--- src/verilog/lc3b_pkg.sv ---
`default_nettype none

package lc3b_pkg;

    // ----------------------------------------
    // basic widths
    // ----------------------------------------
    typedef logic [15:0] lc3b_word;   // pc, instructions, data.
    typedef logic [2:0]  lc3b_reg;    // register number.
    typedef logic [3:0]  lc3b_opcode; // bits 15:12.

    // next pc source in mux input order.
    typedef enum logic [2:0] {
        sel_plus2  = 3'd0,
        sel_branch = 3'd1,
        sel_reg    = 3'd2,
        sel_mem    = 3'd3,
        sel_trap   = 3'd4
    } pc_sel_t;

    // ----------------------------------------
    // bundles
    // ----------------------------------------
    typedef struct packed {
        logic br_en;
        logic trap_en;
        logic jmp_jsr_en;
        logic b11;       // jsr vs jsrr.
    } redirect_t;

    typedef struct packed {
        lc3b_word pc_br;
        lc3b_word sr1_data;
        lc3b_word trap_mem;
    } pc_sources_t;

    typedef struct packed {
        logic    load;
        pc_sel_t sel;
    } pc_ctl_t;

    typedef struct packed {
        lc3b_word instruction;
        lc3b_word pc;
        lc3b_reg  src1;
        lc3b_reg  src2;
        lc3b_reg  dest;
    } fetch_out_t;

    localparam lc3b_word reset_pc = 16'h0000;

    // stores read their data register from bits 11:9.
    localparam lc3b_opcode op_stb = 4'b0011;
    localparam lc3b_opcode op_stw = 4'b0111;
    localparam lc3b_opcode op_sti = 4'b1011;

endpackage : lc3b_pkg

`default_nettype wire

--- src/verilog/fetch_redirect.sv ---
`default_nettype none

module fetch_redirect (
    input  lc3b_pkg::redirect_t redirect,
    input  lc3b_pkg::pc_sel_t   pcmux_sel,
    input  logic                stall,
    input  logic                resp_a,
    output lc3b_pkg::pc_ctl_t   pc_ctl,
    output logic                ir_load
);

    logic any_redirect;

    assign any_redirect = redirect.br_en | redirect.trap_en | redirect.jmp_jsr_en;

    // ----------------------------------------
    // pc load
    // ----------------------------------------
    // a redirect wins over the stall level.
    always_comb begin
        if (any_redirect) begin
            pc_ctl.load = 1'b1;
        end else if (stall) begin
            pc_ctl.load = 1'b0;
        end else begin
            pc_ctl.load = resp_a; // advance only on a memory response.
        end
    end

    // ----------------------------------------
    // next pc select
    // ----------------------------------------
    // priority is branch, trap, then jmp/jsr.
    always_comb begin
        if (redirect.br_en) begin
            pc_ctl.sel = lc3b_pkg::sel_branch;
        end else if (redirect.trap_en) begin
            pc_ctl.sel = lc3b_pkg::sel_trap;
        end else if (redirect.jmp_jsr_en) begin
            // jmp and ret have b11 clear, so they take the register.
            if (redirect.b11) begin
                pc_ctl.sel = lc3b_pkg::sel_branch;
            end else begin
                pc_ctl.sel = lc3b_pkg::sel_reg;
            end
        end else begin
            pc_ctl.sel = pcmux_sel; // decode stage choice.
        end
    end

    // the instruction register only takes a word while the pipe moves.
    assign ir_load = resp_a & ~stall;

endmodule : fetch_redirect

`default_nettype wire

--- src/verilog/pc_unit.sv ---
`default_nettype none

module pc_unit (
    input  logic                  clk,
    input  logic                  if_stall_count_reset,
    input  lc3b_pkg::pc_ctl_t     pc_ctl,
    input  lc3b_pkg::pc_sources_t sources,
    input  lc3b_pkg::lc3b_word    rdata_a,
    output lc3b_pkg::lc3b_word    pc
);

    lc3b_pkg::lc3b_word pc_plus2;
    lc3b_pkg::lc3b_word pc_next;

    // ----------------------------------------
    // next pc mux
    // ----------------------------------------
    assign pc_plus2 = pc + 16'd2;

    always_comb begin
        case (pc_ctl.sel)
            lc3b_pkg::sel_plus2: begin
                pc_next = pc_plus2;
            end
            lc3b_pkg::sel_branch: begin
                pc_next = sources.pc_br;
            end
            lc3b_pkg::sel_reg: begin
                pc_next = sources.sr1_data; // jmp, jsrr.
            end
            lc3b_pkg::sel_mem: begin
                pc_next = rdata_a; // trap vector word.
            end
            lc3b_pkg::sel_trap: begin
                pc_next = sources.trap_mem;
            end
            default: begin
                pc_next = '0; // unused mux inputs.
            end
        endcase
    end

    // ----------------------------------------
    // pc register
    // ----------------------------------------
    always_ff @(posedge clk) begin
        if (if_stall_count_reset) begin
            pc <= lc3b_pkg::reset_pc;
        end else if (pc_ctl.load) begin
            pc <= pc_next;
        end
    end

endmodule : pc_unit

`default_nettype wire

--- src/verilog/instr_reg.sv ---
`default_nettype none

module instr_reg (
    input  logic                 clk,
    input  logic                 if_stall_count_reset,
    input  logic                 ir_load,
    input  logic                 resp_a,
    input  lc3b_pkg::lc3b_word   rdata_a,
    input  lc3b_pkg::lc3b_word   pc,
    output lc3b_pkg::fetch_out_t fetched,
    output lc3b_pkg::lc3b_word   if_stall_count
);

    lc3b_pkg::lc3b_word   ir_q;
    lc3b_pkg::lc3b_word   ir_pc_q;
    lc3b_pkg::lc3b_opcode opcode;
    logic                 is_store;

    // ----------------------------------------
    // instruction register
    // ----------------------------------------
    always_ff @(posedge clk) begin
        if (if_stall_count_reset) begin
            ir_q    <= '0;
            ir_pc_q <= '0;
        end else if (ir_load) begin
            ir_q    <= rdata_a;
            ir_pc_q <= pc; // pc the word was fetched from.
        end
    end

    // field decode on the held word.
    assign opcode = ir_q[15:12];

    always_comb begin
        is_store = (opcode == lc3b_pkg::op_stb) ||
                   (opcode == lc3b_pkg::op_stw) ||
                   (opcode == lc3b_pkg::op_sti);
    end

    always_comb begin
        fetched.instruction = ir_q;
        fetched.pc          = ir_pc_q;
        fetched.dest        = ir_q[11:9];
        fetched.src1        = ir_q[8:6];
        // stores name their data register where dest would be.
        if (is_store) begin
            fetched.src2 = ir_q[11:9];
        end else begin
            fetched.src2 = ir_q[2:0];
        end
    end

    // ----------------------------------------
    // fetch wait counter
    // ----------------------------------------
    // counts cycles with no memory response, wraps at 16 bits.
    always_ff @(posedge clk) begin
        if (if_stall_count_reset) begin
            if_stall_count <= '0;
        end else if (!resp_a) begin
            if_stall_count <= if_stall_count + 16'd1;
        end
    end

endmodule : instr_reg

`default_nettype wire

--- src/verilog/if_stage.sv ---
`default_nettype none

module if_stage (
    input  logic                  clk,
    input  logic                  if_stall_count_reset,

    // memory side
    input  logic                  resp_a,
    input  lc3b_pkg::lc3b_word    rdata_a,
    output lc3b_pkg::lc3b_word    address_a,

    // pipeline control
    input  lc3b_pkg::redirect_t   redirect,
    input  lc3b_pkg::pc_sources_t sources,
    input  lc3b_pkg::pc_sel_t     pcmux_sel,
    input  logic                  stall,

    // results
    output lc3b_pkg::fetch_out_t  fetched,
    output lc3b_pkg::lc3b_word    if_stall_count
);

    lc3b_pkg::pc_ctl_t pc_ctl;
    logic              ir_load;

    fetch_redirect fetch_redirect_i (
        .redirect  (redirect),
        .pcmux_sel (pcmux_sel),
        .stall     (stall),
        .resp_a    (resp_a),
        .pc_ctl    (pc_ctl),
        .ir_load   (ir_load)
    );

    // the pc drives the memory address directly.
    pc_unit pc_unit_i (
        .clk                  (clk),
        .if_stall_count_reset (if_stall_count_reset),
        .pc_ctl               (pc_ctl),
        .sources              (sources),
        .rdata_a              (rdata_a),
        .pc                   (address_a)
    );

    instr_reg instr_reg_i (
        .clk                  (clk),
        .if_stall_count_reset (if_stall_count_reset),
        .ir_load              (ir_load),
        .resp_a               (resp_a),
        .rdata_a              (rdata_a),
        .pc                   (address_a),
        .fetched              (fetched),
        .if_stall_count       (if_stall_count)
    );

endmodule : if_stage

`default_nettype wire

--- config.mk ---
export PLATFORM = sky130hd
export DESIGN_NAME = if_stage
export DESIGN_NICKNAME = d
export VERILOG_FILES = /design/src/verilog/lc3b_pkg.sv /design/src/verilog/fetch_redirect.sv /design/src/verilog/pc_unit.sv /design/src/verilog/instr_reg.sv /design/src/verilog/if_stage.sv
export SDC_FILE = /design/constraint.sdc
export NUM_CORES = 1
export LEC_CHECK = 0
export ABC_AREA = 1
export CORE_MARGIN = 2
export CORE_UTILIZATION = 60
export DETAILED_ROUTE_END_ITERATION = 8
export DONT_BUFFER_PORTS = 1
export GPL_TIMING_DRIVEN = 0
export HOLD_SLACK_MARGIN = 0.15
export MAX_ROUTING_LAYER = met4
export PLACE_DENSITY = 0.76
export SYNTH_ARGS = -nofsm -noshare
export SYNTH_HDL_FRONTEND = slang
export SYNTH_SLANG_ARGS = --single-unit
--- constraint.sdc ---
create_clock -name clk -period 3.3 [get_ports clk]
set_clock_uncertainty 0.1 [all_clocks]
set_input_delay 0.165 -clock clk [delete_from_list [all_inputs] [get_ports clk]]
set_output_delay 0.165 -clock clk [all_outputs]
set_load 0.005 [all_outputs]
==> run metrics <==
WL/cell=16.04 microns; Arr. time, crit path=2780 ps; Port Buffers=0; DRC violations left=0; Comb pwr share=0.182; setup TNS=0 ps; Worst EP required=3490 ps; Fmax=0.3863 GHz; Seq/Total Area, Yosys=0.3512; Period Utilization, post-route=0.7844; die area=0.006721 sq mm; Routability Congestion=0.9427; dpl hpwl=8.041 mm; largest net degree at the start of global routing=13; # H-tree levels=3; syn avg cell area=6.412 sq um; Hold Fails Final Rpt=0; Cell Pwr Density=423.7 mW/mm^2; clk sinks=64; clk root buf=clkbuf_8; status=finished clean; HP Class=in -> reg; Area Growth Syn to Fin=24.42%; clock share of power=0.360; Synth Cell Area=0.003648 sq mm; GRT Total Usage=0.3550; fraction of layout cells with a size suffix above 1=0.09767; Yosys cell types=31; Core Rows=28; Synthesized Nets=646; yosys warns=0; Cells after Synth=569; final WL=11.55 mm; drt first pass iters=6; critical path startpoint category=register; initial core utilization=0.6199; Max rail drop VDD=0.0003413 V; DIE HEIGHT=81.98 microns; post-route ant nets=0; crit path time final=2588 ps; Remaining Overflow, GRT=0; DRT iter0 DRCs=264; TritonCTS Buffers=9; DP Worst Slack=1392 ps; kind of critical path=reg -> reg; slew at the pin closest to its max-slew limit=602.3 ps; CORE AREA=0.005886 sq mm; Top Ports=148; dpl cell area=0.003742 sq mm; via count=4142; n_diodes=0; Final setup viols=0; design area=0.004539 sq mm; RSZ-0062 raised after global routing=no; clock slew at reported path FFs=80 ps; crit end category=register; initial antenna violation count=0; CTS tree=done; CP max FO=5; pins over their slew limit=0; first-pass GRT wire length=17.61 mm; Die W=81.98 microns; P_int=1328 uW; Slew headroom=0.5985; buffer count from post-CTS setup fixing=0; NetSw=595.9 uW; worst skew pair latency=350 ps; worst setup margin=711.6 ps; Avg Vias per Cell=5.753; max cap viols=0; switch share=0.3098; number of global-route vias before repair=3725; sequential fraction of design power=0.458; Lkg Pwr=0.002015 uW; Max Buffers Root-to-Sink=2; Synth Register Bits=64; nets=717
## through the flow
stage                     total power, uW  std cells    util  hold slack (ps)
after detailed placement             1146        644  0.6358            212.1
final                                1924        720  0.7713            163.9
after global placement               1140        644  0.6358            203.4
after global routing                 1995        720  0.7713            194.1
after floorplan                      1075        569       -            199.9
after CTS                            1910        720  0.7713            159.6
## cells in the final DEF (no fill, tap or decap), types with 4 or more instances in the layout
cell and instances:
dfxtp_1 64, nand4_1 6, clkbuf_8 9, nor2_4 4, nor2_1 90, buf_2 7
inv_2 6, nand3_1 69, inv_1 62, xor2_1 4, nand2_1 115, clkbuf_1 9
dlygate4sd3_1 60, nor3_1 7, a21oi_2 8, o21ai_0 46, a21oi_1 37, nand2_2 4
buf_4 8
## power by group through the flow
stage | clock [uW] | sequential [uW] | combinational (uW)
4_1_cts | 692 | 878 | 340
2_1_floorplan | 0 | 876 | 198
5_1_grt | 722 | 886 | 387
3_5_place_dp | 0 | 896 | 250
6_report | 693 | 880 | 351
3_3_place_gp | 0 | 896 | 245
## routing by layer
layer / GRT usage / vias up / share of wire
met4: 0.1200 / 0 / 0.024
met5: - / - / 0
li1: - / 1978 / -
met2: 0.5854 / 225 / 0.48
met3: 0.09780 / 34 / 0.10
met1: 0.4172 / 1905 / 0.39
## synthesized netlist by cell type, drive strengths merged
master,count,area (sq um)
a21oi,45,255.3
a31oi,1,6.260
and3,2,12.51
buf,18,121.4
clkbuf,9,33.78
dfxtp,64,1281
ha,2,25.02
inv,68,255.2
mux2,2,22.52
nand2,119,456.7
nand3,71,372.9
nand3b,3,22.52
nand4,7,50.05
nor2,96,395.4
nor3,8,45.04
o21ai,47,235.2
o21bai,3,22.52
xor2,4,35.03
## path summary, 6_finish.rpt
check,end,cells past startpoint,slack [ps],startpoint
setup / recovery,pc_unit_i.pc[3],10,710,pc_unit_i.pc[2]
hold / removal,pc_unit_i.pc[2],5,160,redirect[3]
setup reg to reg,pc_unit_i.pc[3],10,710,pc_unit_i.pc[2]
hold reg to reg,instr_reg_i.if_stall_count[13],2,410,instr_reg_i.if_stall_count[13]
## state kept, by name, summed over array words and instances (netlist names)
register / flops
instr_reg_i.if_stall_count: 16
instr_reg_i.ir_pc_q: 16
pc_unit_i.pc: 16
instr_reg_i.ir_q: 16
## worst max-delay path, stage by stage (launching register included)
cell	delay, ps
dfxtp_1	470
ha_1	290
xor2_1	180
nand2_1	70
nand2_1	70
nor2_1	40
nand2_1	40
dlygate4sd3_1	540
nand2_1	40
dlygate4sd3_1	560
a21oi_2	110
## kinds of logic (layout without fill, tap and decap cells)
group / Yosys count / count (layout) / share of synthesized area
mux: 2 / 2 / 0.006172
simple gates: 306 / 306 / 0.3714
compound gates: 96 / 96 / 0.1423
buf+inv: 95 / 171 / 0.1125
flops: 64 / 64 / 0.3512
fa+ha+maj: 2 / 2 / 0.006858
xor+xnor: 4 / 4 / 0.009601
## final cells by class
| type | instances | area [sq um] |
|---|---|---|
| clock buffer | 9 | 123.9 |
| multi-input combinational | 410 | 1957 |
| sequential | 64 | 1281 |
| fill | 483 | 1346 |
| tap | 75 | 93.84 |
| buffer | 27 | 155.1 |
| clock inverter | 7 | 72.57 |
| timing repair buffer | 60 | 600.6 |
| inverter | 68 | 255.2 |
## what timing repair did
item                                   in CTS  in global routing
hold buffers                               60                  0
gates resized for setup                     0                  0
endpoints found under the hold margin      40                  0
No activity file was read; power rests on OpenSTA's default activity.
